===== config.mk =====
export PLATFORM = sky130hd
export DESIGN_NAME = bus_fabric
export DESIGN_NICKNAME = d
export VERILOG_FILES = /design/src/verilog/chipset_pkg.sv /design/src/verilog/bus_fabric.sv
export VERILOG_INCLUDE_DIRS = /design/src /design/src/verilog
export SDC_FILE = /design/constraint.sdc
export NUM_CORES = 1
export LEC_CHECK = 0
export BUFFER_PORTS_ARGS = -buffer_cell sky130_fd_sc_hd__buf_2
export CAP_MARGIN = 40
export CORE_UTILIZATION = 33
export DETAILED_ROUTE_END_ITERATION = 12
export PLACE_DENSITY = 0.72
export SYNTH_ARGS = -nofsm -noshare
export SYNTH_HDL_FRONTEND = slang
export SYNTH_SLANG_ARGS = --single-unit

===== constraint.sdc =====
create_clock -name cpu_clk_i -period 3.2 [get_ports cpu_clk_i]
set_input_delay 0.32 -clock cpu_clk_i [delete_from_list [all_inputs] [get_ports cpu_clk_i]]
set_output_delay 0.32 -clock cpu_clk_i [all_outputs]
set_load 0.01 [all_outputs]

===== src/verilog/chipset_cfg.svh =====
`ifndef CHIPSET_CFG_SVH
`define CHIPSET_CFG_SVH

// Address map
`define RAM_BASE_NIBBLE 4'h1          // Top nibble of any RAM address
`define DSP_ADDR        32'hFF000000
`define SW_ADDR         32'hFF000004
`define KBD_ADDR        32'hFF000008
`define UART_ADDR       32'hFF000010

// System RAM size in 32-bit words
`define RAM_WORDS       256

// Entries per device queue
`define FIFO_DEPTH      4

// Clocks per UART bit
`define UART_DIVISOR    16

// Clocks per display digit, kept short for simulation
`define DSP_DIVISOR     8

`endif


===== src/verilog/chipset_pkg.sv =====
package chipset_pkg;

    typedef logic [31:0] word_t;
    typedef logic [7:0]  byte_t;

    // One data port request from the CPU
    typedef struct packed {
        word_t      addr;
        word_t      wdata;
        logic [3:0] wmask;   // One bit per byte lane
        logic       read;
    } bus_req_t;

    // One-hot device select
    typedef struct packed {
        logic ram;
        logic display;
        logic switches;
        logic keyboard;
        logic uart;
    } chip_select_t;

    // Key press or release
    typedef struct packed {
        logic  released;  // Code came after an F0 prefix
        byte_t code;
    } kbd_event_t;

endpackage


===== src/verilog/bus_fabric.sv =====
`timescale 1ns/10ps
`include "chipset_cfg.svh"

module bus_fabric
    import chipset_pkg::*;
(
    input  logic         cpu_clk_i,
    input  logic         rst_i,
    input  bus_req_t     bus_req_i,
    input  logic [15:0]  switch_i,
    input  word_t        ram_rdata_i,
    input  word_t        dsp_rdata_i,
    input  kbd_event_t   kbd_event_i,
    input  logic         kbd_valid_i,
    input  byte_t        uart_byte_i,
    input  logic         uart_valid_i,
    output chip_select_t cs_o,
    output logic         kbd_pop_o,
    output logic         uart_pop_o,
    output word_t        rdata_o
);

    chip_select_t cs_r;           // Steers the mux one cycle later
    logic [15:0]  switch_meta_r;
    logic [15:0]  switch_sync_r;
    logic [15:0]  switch_r;
    word_t        kbd_word_r;     // Queue heads captured before the pop lands
    word_t        uart_word_r;

    always_comb begin
        if (bus_req_i.addr[31:28] == `RAM_BASE_NIBBLE)
            cs_o = '{ram: 1'b1, default: 1'b0};
        else if (bus_req_i.addr == `DSP_ADDR)
            cs_o = '{display: 1'b1, default: 1'b0};
        else if (bus_req_i.addr == `SW_ADDR)
            cs_o = '{switches: 1'b1, default: 1'b0};
        else if (bus_req_i.addr == `KBD_ADDR)
            cs_o = '{keyboard: 1'b1, default: 1'b0};
        else if (bus_req_i.addr == `UART_ADDR)
            cs_o = '{uart: 1'b1, default: 1'b0};
        else
            cs_o = '{default: 1'b0};
    end

    // A read of a queue address consumes its head
    assign kbd_pop_o  = cs_o.keyboard && bus_req_i.read && kbd_valid_i;
    assign uart_pop_o = cs_o.uart && bus_req_i.read && uart_valid_i;

    always_ff @(posedge cpu_clk_i) begin
        if (rst_i)
            cs_r <= '0;
        else if (bus_req_i.read)
            cs_r <= cs_o;
        else
            cs_r <= '0;
    end

    always_ff @(posedge cpu_clk_i) begin
        switch_meta_r <= switch_i;
        switch_sync_r <= switch_meta_r;
        switch_r      <= switch_sync_r;
        // Empty queues read back as all zeros
        kbd_word_r    <= kbd_valid_i ? {15'b0, 1'b1, 7'b0, kbd_event_i} : '0;
        uart_word_r   <= uart_valid_i ? {23'b0, 1'b1, uart_byte_i} : '0;
    end

    always_comb begin
        if (cs_r.ram)
            rdata_o = ram_rdata_i;
        else if (cs_r.keyboard)
            rdata_o = kbd_word_r;
        else if (cs_r.display)
            rdata_o = dsp_rdata_i;
        else if (cs_r.switches)
            rdata_o = {16'b0, switch_r};
        else if (cs_r.uart)
            rdata_o = uart_word_r;
        else
            rdata_o = '0;                  // Unmapped or no read
    end

endmodule


==> summary.md, run 1 <==
| Metric | Value |
|---|---|
| Sum Neg Setup Slack | `0 ns` |
| Drt drc | `0` |
| Grt total ovfl | `0` |
| Critical path type | `reg -> out` |
| Max-slew headroom at the worst pin | `0.597` |
| Combinational Power Share | `0.070` |
| Layout fillers | `680` |
| Sw Share | `0.229` |
| Post-CTS Repair Setup Buffers | `0` |
| DR iter-0 viols | `between 90 and 100` |
| Die height | `slightly below 90 um` |
| H-tree depth | `3` |
| WL/cell | `roughly 14 um` |
| Min Tclk post-route | `2.19 ns` |
| Clk_skew | `approximately 0.0051 ns` |
| Crit. End Element | `primary output` |
| Port bufs | `172` |
| CP peak stage delay | `between 0.5 and 0.6 ns` |
| Commonest cells after routing, fill and taps aside | `buf_2 (172), dfxtp_1 (72), and2_1 (18)` |
| Cell Chain, Critical Path | `and2b_1 -> a222oi_1 -> a21oi_1 -> buf_2` |
| Antenna diodes | `0` |
| Placed inst area | `3340 um^2` |
| Leak | `about 0.0017 uW` |
| Critical-path cell with the highest stage delay | `and2b_1` |
| Final ANT Viol Nets | `0` |
| Pint | `roughly 1300 uW` |
| Final setup margin | `around 1.0 ns` |
| Vias per std cell | `~4.7` |
| Num rows | `30` |
| CTS Buf Count | `9` |
| Status | `complete, no violations` |
| Routability cong. | `~0.73` |
| Clk sinks | `72` |
| First-pass GRT wire length | `slightly below 10 mm` |
| NetSw | `between 300 and 400 uW` |
| Unique masters post-synth | `34` |
| Synth Warn # | `0` |
| Cell Area, Synth | `roughly 2400 um^2` |
| Vias in the first global route | `about 2200` |
| TritonRoute pass-1 iters | `5` |
| Root buffer cell | `clkbuf_8` |
| CORE AREA | `approximately 7000 um^2` |
| Mean area per synthesized cell | `11.5 um^2` |
| RSZ-0062 raised after global routing | `false` |
| Fin crit share | `0.686` |
| CTS tree | `built` |
| Worst-skew pair later-pin latency | `roughly 0.34 ns` |
| Critical Path Fanout Max | `15` |
| Worst-path clk slew | `0.08 ns` |
| GRT Util Overall | `0.176` |
| # setup viols final | `0` |
| Vias | `about 2300` |
| Slew @ Worst Pin | `a little over 0.6 ns` |
| Async S/R FF share, synth | `0` |
| Flop pwr share | `0.566` |
| Area grow syn2layout | `47.2%` |
| Share of cells above drive strength 1 | `0.513` |
| DIE AREA | `~7600 um^2` |
| Most common cell after layout, fill and taps aside | `buf_2` |
| Final WL | `6.60 mm` |
| #FFs+latches synth | `a little over 70` |
| I/O pins | `209` |
| Net count, final | `553` |
| CP Data Required Time | `2.88 ns` |
| Post-synth EDFFs | `0` |
| Hold WS | `between 0.07 and 0.08 ns` |
| Synthesized Nets | `about 380` |
| DP HPWL | `5.14 mm` |
| Final Max Slew Viols | `0` |
| Largest net degree at the start of global routing | `27` |
| Fin area | `between 3000 and 4000 um^2` |
| Max cap viols | `0` |
| Post-cts resize count | `0` |
| Critical path arrival | `~1.9 ns` |
| CP startpoint kind | `flip-flop` |
| Starting Density | `0.346` |
| PD cells | `between 400 and 500 nW/um^2` |
| CTS Hold Bufs | `0` |
| Clock group share of total power | `0.364` |
| Max VDD drop | `340 uV` |
| Fmax | `456 MHz` |
| Dpl ws | `around 1.3 ns` |
| Final Hold Vio Count | `0` |
| Clock buffer depth | `2` |
| Worst hold-check path type | `in -> reg` |
| Sequential area share after synthesis | `0.604` |
| Initial antenna violation count | `0` |
| Die span in x | `87.1 um` |
| Top FF cell, synth | `dfxtp_1` |
| Cells after Synth | `just over 200` |
## cell families after synthesis
family          Yosys count  synth area share
compound gates           58             0.177
buf+inv                  12            0.0231
flops                    72             0.604
simple gates             65             0.197
## sequential cells by signal, summed over array words and instances, names as in the netlist
register,flops
uart_word_r,9
switch_r,16
kbd_word_r,10
switch_sync_r,16
cs_r,5
switch_meta_r,16
## power by group through the flow
stage | logic, uW | clock network [uW] | registers, uW
2_1_floorplan | 23.3 | 0 | 968
3_3_place_gp | 115 | 0 | 970
3_5_place_dp | 118 | 0 | 973
4_1_cts | 118 | 636 | 952
5_1_grt | 129 | 677 | 954
6_report | 117 | 612 | 951
## critical path: cells and delay by family, from the launching register on
kind                   cells  cell delay (ns)
buffers and inverters      1             0.16
AND/OR/NAND/NOR            1             0.55
flip-flops                 1             0.42
AO/OA/AOI/OAI              2             0.42
## worst paths after layout
path | startpoint | cells past startpoint | slack, ns | to
max | cs_r[2] | 4 | 1.01 | rdata_o[1]
min | switch_i[6] | 1 | 0.08 | switch_meta_r[6]
max reg2reg | switch_meta_r[7] | 0 | 2.79 | switch_sync_r[7]
min reg2reg | switch_sync_r[13] | 0 | 0.32 | switch_r[13]
## through the flow
stage,util,power (uW),cells
final,0.509,1680,484
after detailed placement,0.484,1090,468
after global placement,0.484,1090,468
after CTS,0.509,1710,484
after floorplan,-,992,207
after global routing,0.509,1760,484
## layer usage
layer	global-route usage	up-vias	wire [um]
met4	0.0712	0	78
li1	-	1130	-
met2	0.334	121	3440
met3	0.0550	10	598
met1	0.178	1016	2480
met5	0	-	0
## synth_stat cells (2+ instances only)
cell type	count	area share
dfxtp_1	72	0.60
and2_1	18	0.047
a22o_1	16	0.059
nand2_1	11	0.017
a21oi_1	10	0.021
a222oi_1	9	0.038
o22ai_1	9	0.024
o21ai_0	8	0.017
a22oi_1	6	0.019
nor4_1	6	0.016
buf_2	5	0.010
nor3_1	5	0.010
nand2b_1	4	0.010
nor2_1	4	0.0063
buf_1	2	0.0031
clkbuf_1	2	0.0031
nor4_2	2	0.010
nor4_4	2	0.018
## cell type report
class,count,area (um^2),share of cell area
Multi-Input combinational cell,123,891,0.254
Timing Repair Buffer,175,883,0.251
Clock buffer,10,128,0.0363
Clock inverter,6,42.5,0.0121
Inverter,2,7.51,0.00214
Sequential cell,72,1440,0.410
Tap cell,96,120,0.0342
(Power assumes the default switching activity.)
==> run 2: changes to the inputs <==
--- a/config.mk
+++ b/config.mk
@@ -6,6 +6,7 @@
 export SDC_FILE = /design/constraint.sdc
 export NUM_CORES = 1
 export LEC_CHECK = 0
+export ABC_AREA = 1
 export BUFFER_PORTS_ARGS = -buffer_cell sky130_fd_sc_hd__buf_2
 export CAP_MARGIN = 40
 export CORE_UTILIZATION = 33
==> constraint.sdc (replaced) <==
create_clock -name cpu_clk_i -period 1.95 [get_ports cpu_clk_i]
set_input_delay 0.195 -clock cpu_clk_i [delete_from_list [all_inputs] [get_ports cpu_clk_i]]
set_output_delay 0.195 -clock cpu_clk_i [all_outputs]
set_load 0.01 [all_outputs]
==> run 2 against run 1 <==
  * Combinational power rose by 91%
  * Sequential cell count did not move
  * Utilization fell by 0.22 points
  * Non-clock buffer count rose by 18
  * Clock power rose by 73%
  * Critical path type unchanged
  * Largest power group unchanged
==> summary.md, run 2 <==
| Metric | Value |
|---|---|
| Post-synth top cells | `dfxtp_1 (72), nand2_1 (68), inv_1 (50)` |
| CTS tree | `built` |
| Commonest cells after routing, fill and taps aside | `buf_2 (172), dfxtp_1 (71), nand2_1 (67)` |
| Pint | `between 2000 and 2500 uW` |
| TritonRoute pass-1 iters | `4` |
| Sequential area share after synthesis | `0.546` |
| Share of cells above drive strength 1 | `0.414` |
| Slew @ Worst Pin | `between 0.3 and 0.4 ns` |
| Max-slew headroom at the worst pin | `0.738` |
| Critical Path Fanout Max | `16` |
| Cells after Synth | `between 300 and 400` |
| Clk sinks | `between 70 and 80` |
| Final Max Slew Viols | `0` |
| Max cap viols | `0` |
| Post-synth EDFFs | `0` |
| I/O pins | `209` |
| Top FF cell, synth | `dfxtp_1` |
| DP HPWL | `approximately 5.6 mm` |
| Routability cong. | `0.756` |
| WL/cell | `approximately 12 um` |
| CP startpoint kind | `flip-flop` |
| First-pass GRT wire length | `between 10 and 15 mm` |
| CORE AREA | `7730 um^2` |
| Port bufs | `between 150 and 200` |
| Vias in the first global route | `approximately 2600` |
| Post-CTS Repair Setup Buffers | `0` |
| Vias | `about 2700` |
| Net count, final | `around 670` |
| Worst-skew pair later-pin latency | `roughly 0.35 ns` |
| Clk_skew | `about 0.0055 ns` |
| R2R Setup Slk | `1.54 ns` |
| Final WL | `7.45 mm` |
| Sum Neg Setup Slack | `0 ns` |
| Drt drc | `0` |
| Min Tclk post-route | `approximately 1.9 ns` |
| Fmax | `between 500 and 600 MHz` |
| DR iter-0 viols | `between 100 and 150` |
| Dpl ws | `around 0.31 ns` |
| Clock group share of total power | `0.372` |
| Worst hold-check path type | `in -> reg` |
| Leak | `0.00212 uW` |
| PD cells | `around 730 nW/um^2` |
| RSZ-0062 raised after global routing | `false` |
| Area grow syn2layout | `48.2%` |
| CTS Buf Count | `9` |
| Status | `complete, no violations` |
| H-tree depth | `3` |
| Fin crit share | `0.952` |
| Max VDD drop | `approximately 550 uV` |
| Die height | `91.5 um` |
| Largest net degree at the start of global routing | `22` |
| Antenna diodes | `0` |
| Crit. End Element | `primary output` |
| Sw Share | `0.234` |
| Combinational Power Share | `0.079` |
| Cell Area, Synth | `2640 um^2` |
| Top Registers | `switch_meta_r: 16 flops, switch_r: 16 flops, switch_sync_r: 16 flops` |
| Final setup margin | `between 0.09 and 0.1 ns` |
| Post-synth top area cell | `dfxtp_1` |
| Synth top area share | `0.546` |
| Critical path arrival | `between 1.5 and 2 ns` |
| Starting Density | `0.342` |
| Final ANT Viol Nets | `0` |
| Grt total ovfl | `0` |
| GRT Util Overall | `0.179` |
| Vias per std cell | `4.50` |
| NetSw | `664 uW` |
| Most common cell after layout, fill and taps aside | `buf_2` |
| Async S/R FF share, synth | `0` |
| Clock buffer depth | `2` |
| Flop pwr share | `0.550` |
| Main area contributors after synthesis | `dfxtp_1 (55%), nand2_1 (9.7%), inv_1 (7.1%)` |
| Worst-path clk slew | `0.08 ns` |
| Initial antenna violation count | `0` |
| Num rows | `32` |
| #FFs+latches synth | `slightly above 70` |
| Mean area per synthesized cell | `around 8.7 um^2` |
| Synth Warn # | `0` |
| Final Hold Vio Count | `0` |
| Critical path type | `reg -> out` |
| Root buffer cell | `clkbuf_8` |
| Die span in x | `between 90 and 100 um` |
| # setup viols final | `0` |
| DIE AREA | `approximately 8400 um^2` |
| Unique masters post-synth | `28` |
| Most frequent cell after synthesis | `dfxtp_1` |
| Synthesized Nets | `about 470` |
| CP Data Required Time | `about 1.8 ns` |
-- run 2: area by class of cell --
cell class / instances / area [um^2]
flip-flops and latches: 72 / 1440
clock buffers: 10 / 138
inverters: 52 / 198
well taps: 102 / 128
repair buffers: 193 / 1060
fillers: 750 / 3810
clock inverters: 6 / 42.5
multi-input cells: 167 / 907
-- run 2: routing by layer --
metal / up-vias / share of wire / track usage
met4: 0 / 0.028 / 0.0913
li1: 1370 / - / -
met2: 129 / 0.49 / 0.325
met1: 1195 / 0.40 / 0.192
met3: 18 / 0.081 / 0.0419
met5: - / 0 / 0
-- run 2: final timing paths --
| kind | startpoint | end | depth (start not counted) |
|---|---|---|---|
| worst max register to register | switch_sync_r[7] | switch_r[7] | 0 |
| worst max-delay path | cs_r[1] | rdata_o[21] | 4 |
| worst min register to register | switch_meta_r[7] | switch_sync_r[7] | 0 |
| worst min-delay path | uart_byte_i[6] | uart_word_r[6] | 3 |
-- run 2: critical path, stage by stage, from the launching register on --
cell and delay [ns]:
dfxtp_1 0.40, nor2_4 0.33, buf_4 0.27, a32o_1 0.19, buf_2 0.13
-- run 2: cells by family (layout without fill, tap and decap cells) --
logic type,after synthesis,after routing,share of synthesized area
AO/OA/AOI/OAI,42,42,0.128
buffers and inverters,65,261,0.112
flip-flops,72,72,0.546
AND/OR/NAND/NOR,125,125,0.214
-- run 2: per-stage QoR --
step	instances	area, um^2	util	total power (uW)	hold slack [ns]
global placement	570	3570	0.462	1780	0.297
detailed placement	570	3570	0.462	1790	0.299
CTS	602	3910	0.506	2870	0.0105
finish	602	3910	0.506	2840	0.0239
global route	602	3910	0.506	2970	0.0248
floorplan	304	2640	-	1640	0.223
-- run 2: power by group through the flow --
stage | clock, uW | sequential (uW) | combinational (uW)
finish | 1060 | 1560 | 223
global route | 1150 | 1570 | 249
CTS | 1080 | 1560 | 223
detailed placement | 0 | 1600 | 198
global placement | 0 | 1590 | 192
floorplan | 0 | 1590 | 51.8
-- run 2: timing repair --
| item | 4_1_cts | 5_1_grt |
|---|---|---|
| hold buffers | 16 | 0 |
| endpoints found under the setup margin | 9 | 4 |
| resized for setup | 2 | 1 |
| hold endpoints to repair | 16 | 0 |
==> run 3: changes to the inputs <==
--- a/config.mk
+++ b/config.mk
@@ -9,9 +9,10 @@
 export ABC_AREA = 1
 export BUFFER_PORTS_ARGS = -buffer_cell sky130_fd_sc_hd__buf_2
 export CAP_MARGIN = 40
-export CORE_UTILIZATION = 33
+export CORE_ASPECT_RATIO = 1.25
+export CORE_UTILIZATION = 35
 export DETAILED_ROUTE_END_ITERATION = 12
-export PLACE_DENSITY = 0.72
+export PLACE_DENSITY = 0.76
 export SYNTH_ARGS = -nofsm -noshare
 export SYNTH_HDL_FRONTEND = slang
 export SYNTH_SLANG_ARGS = --single-unit
==> run 3 against run 2 <==
  * Routed wire length rose by 0.38%
  * Worst setup slack better by 0.086 ns
  * Critical endpoint is now rdata_o[25]
  * Sequential power barely moved
  * Largest power group unchanged
  * Total power is 2.7% lower
  * Final area up 0.67%
  * Hold slack gained 0.019 ns
==> summary.md, run 3 (synthesis results as in run 2) <==
| Metric | Value |
|---|---|
| Die height | `slightly below 100 um` |
| TritonRoute pass-1 iters | `4` |
| I/O pins | `roughly 210` |
| Critical path arrival | `1.57 ns` |
| Final core utilization | `0.536` |
| Top delay family on crit path | `flip-flops` |
| Max-slew headroom at the worst pin | `0.780` |
| Multi-input gate area | `slightly above 900 um^2` |
| CTS Buf Count | `9` |
| NetSw | `~620 uW` |
| WL/cell | `between 10 and 15 um` |
| CP Data Required Time | `around 1.8 ns` |
| Critical Path Fanout Max | `7` |
| Critical-path cell with the highest stage delay | `dfxtp_1` |
| Clk_skew | `0.00961 ns` |
| Final ANT Viol Nets | `0` |
| # setup viols final | `0` |
| Largest net degree at the start of global routing | `26` |
| Worst hold-check path type | `in -> reg` |
| Met1 GRT Util | `0.189` |
| Area grow syn2layout | `49.2%` |
| CP peak stage delay | `around 0.50 ns` |
| Clock group share of total power | `0.354` |
| Layout fillers | `slightly below 700` |
| Clock buffer depth | `2` |
| GRT busiest layer | `met2` |
| Starting Density | `0.359` |
| Worst-skew pair later-pin latency | `~0.33 ns` |
| Hold WS | `0.0432 ns` |
| Fin crit share | `0.907` |
| Worst-path clk slew | `approximately 0.070 ns` |
| Min Tclk post-route | `1.77 ns` |
| Final WL | `roughly 7.5 mm` |
| Met3 Usage GRT | `0.0450` |
| Root buffer cell | `clkbuf_8` |
| Most frequent CP cell | `buf_4` |
| Max cap viols | `0` |
| Combinational Power Share | `0.081` |
| Routability cong. | `0.826` |
| Cell Chain, Critical Path | `nor2_4 -> buf_4 -> buf_4 -> a32o_1 -> buf_2` |
| Net count, final | `669` |
| Top Registers | `switch_meta_r: 16 flops, switch_r: 16 flops, switch_sync_r: 16 flops` |
| Commonest cells after routing, fill and taps aside | `buf_2 (172), dfxtp_1 (71), nand2_1 (67)` |
| Final Max Slew Viols | `0` |
| GR Layer Usage met2 | `0.371` |
| Fmax | `565 MHz` |
| Num rows | `35` |
| GRT Util Overall | `0.194` |
| Max VDD drop | `around 730 uV` |
| H-tree depth | `3` |
| Most common cell after layout, fill and taps aside | `buf_2` |
| Die span in x | `~80 um` |
| Status | `complete, no violations` |
| Port bufs | `~170` |
| DR iter-0 viols | `57` |
| Final Hold Vio Count | `0` |
| Share of cells above drive strength 1 | `0.417` |
| CP Buf/Inv Count | `3` |
| Crit. End Element | `primary output` |
| Initial antenna violation count | `3` |
| Slew @ Worst Pin | `approximately 0.33 ns` |
| Sw Share | `0.224` |
| DIE AREA | `7900 um^2` |
| First-pass GRT wire length | `~11 mm` |
| CTS tree | `built` |
| Pint | `2150 uW` |
| Critical path type | `reg -> out` |
| Leak | `0.00213 uW` |
| RSZ-0062 raised after global routing | `false` |
| CP startpoint kind | `flip-flop` |
| Vias per std cell | `between 4 and 5` |
| CORE AREA | `approximately 7400 um^2` |
| Grt total ovfl | `0` |
| Flop pwr share | `0.565` |
| Register area | `roughly 1400 um^2` |
| Vias in the first global route | `2598` |
| Sum Neg Setup Slack | `0 ns` |
| PD cells | `about 700 nW/um^2` |
| Drt drc | `0` |
| Clk sinks | `around 70` |
| DP HPWL | `approximately 5.9 mm` |
| Vias | `between 2000 and 3000` |
## run 3: path summary, 6_finish.rpt
path                           from  cells past startpoint  slack, ns                end
setup / recovery            cs_r[1]                      5       0.18        rdata_o[25]
setup reg to reg  switch_sync_r[14]                      0       1.52       switch_r[14]
hold reg to reg   switch_meta_r[10]                      0       0.32  switch_sync_r[10]
hold / removal       kbd_event_i[0]                      3       0.04      kbd_word_r[0]
## run 3: routing by layer
| metal | vias to the layer above | share of wire |
|---|---|---|
| li1 | 1382 | - |
| met1 | 1215 | 0.37 |
| met2 | 126 | 0.54 |
| met3 | 12 | 0.065 |
| met4 | 0 | 0.024 |
| met5 | - | 0 |
## run 3: power by group through the flow
| stage | Clock, uW | Sequential [uW] | Combinational, uW |
|---|---|---|---|
| after floorplan | 0 | 1590 | 51.8 |
| after global placement | 0 | 1590 | 192 |
| after detailed placement | 0 | 1600 | 198 |
| after CTS | 1010 | 1560 | 226 |
| after global routing | 1090 | 1570 | 252 |
| final | 978 | 1560 | 224 |
## run 3: area by class of cell
class | count | area share
diodes | 3 | 0.00191
clock buffers | 10 | 0.0324
clock inverters | 6 | 0.0111
inverters | 52 | 0.0495
multi-input cells | 167 | 0.230
flip-flops and latches | 72 | 0.366
well taps | 92 | 0.0292
repair buffers | 197 | 0.279
## run 3: what timing repair did
| item | CTS | global route |
|---|---|---|
| pin swaps | 1 | 0 |
| hold buffers | 16 | 0 |
| buffers inserted | 6 | 0 |
| setup endpoints to repair | 7 | 1 |
| hold endpoints to repair | 16 | 0 |
| resized for setup | 1 | 1 |
## run 3: per-stage QoR
| step | setup WS, ns | power, uW | instance area, um^2 | instances |
|---|---|---|---|---|
| after detailed placement | 0.330 | 1790 | 3550 | 558 |
| after floorplan | 0.815 | 1640 | 2640 | 304 |
| after global routing | 0.0586 | 2910 | 3940 | 599 |
| after CTS | 0.131 | 2800 | 3930 | 596 |
| after global placement | 0.340 | 1790 | 3550 | 558 |
| final | 0.180 | 2760 | 3940 | 599 |
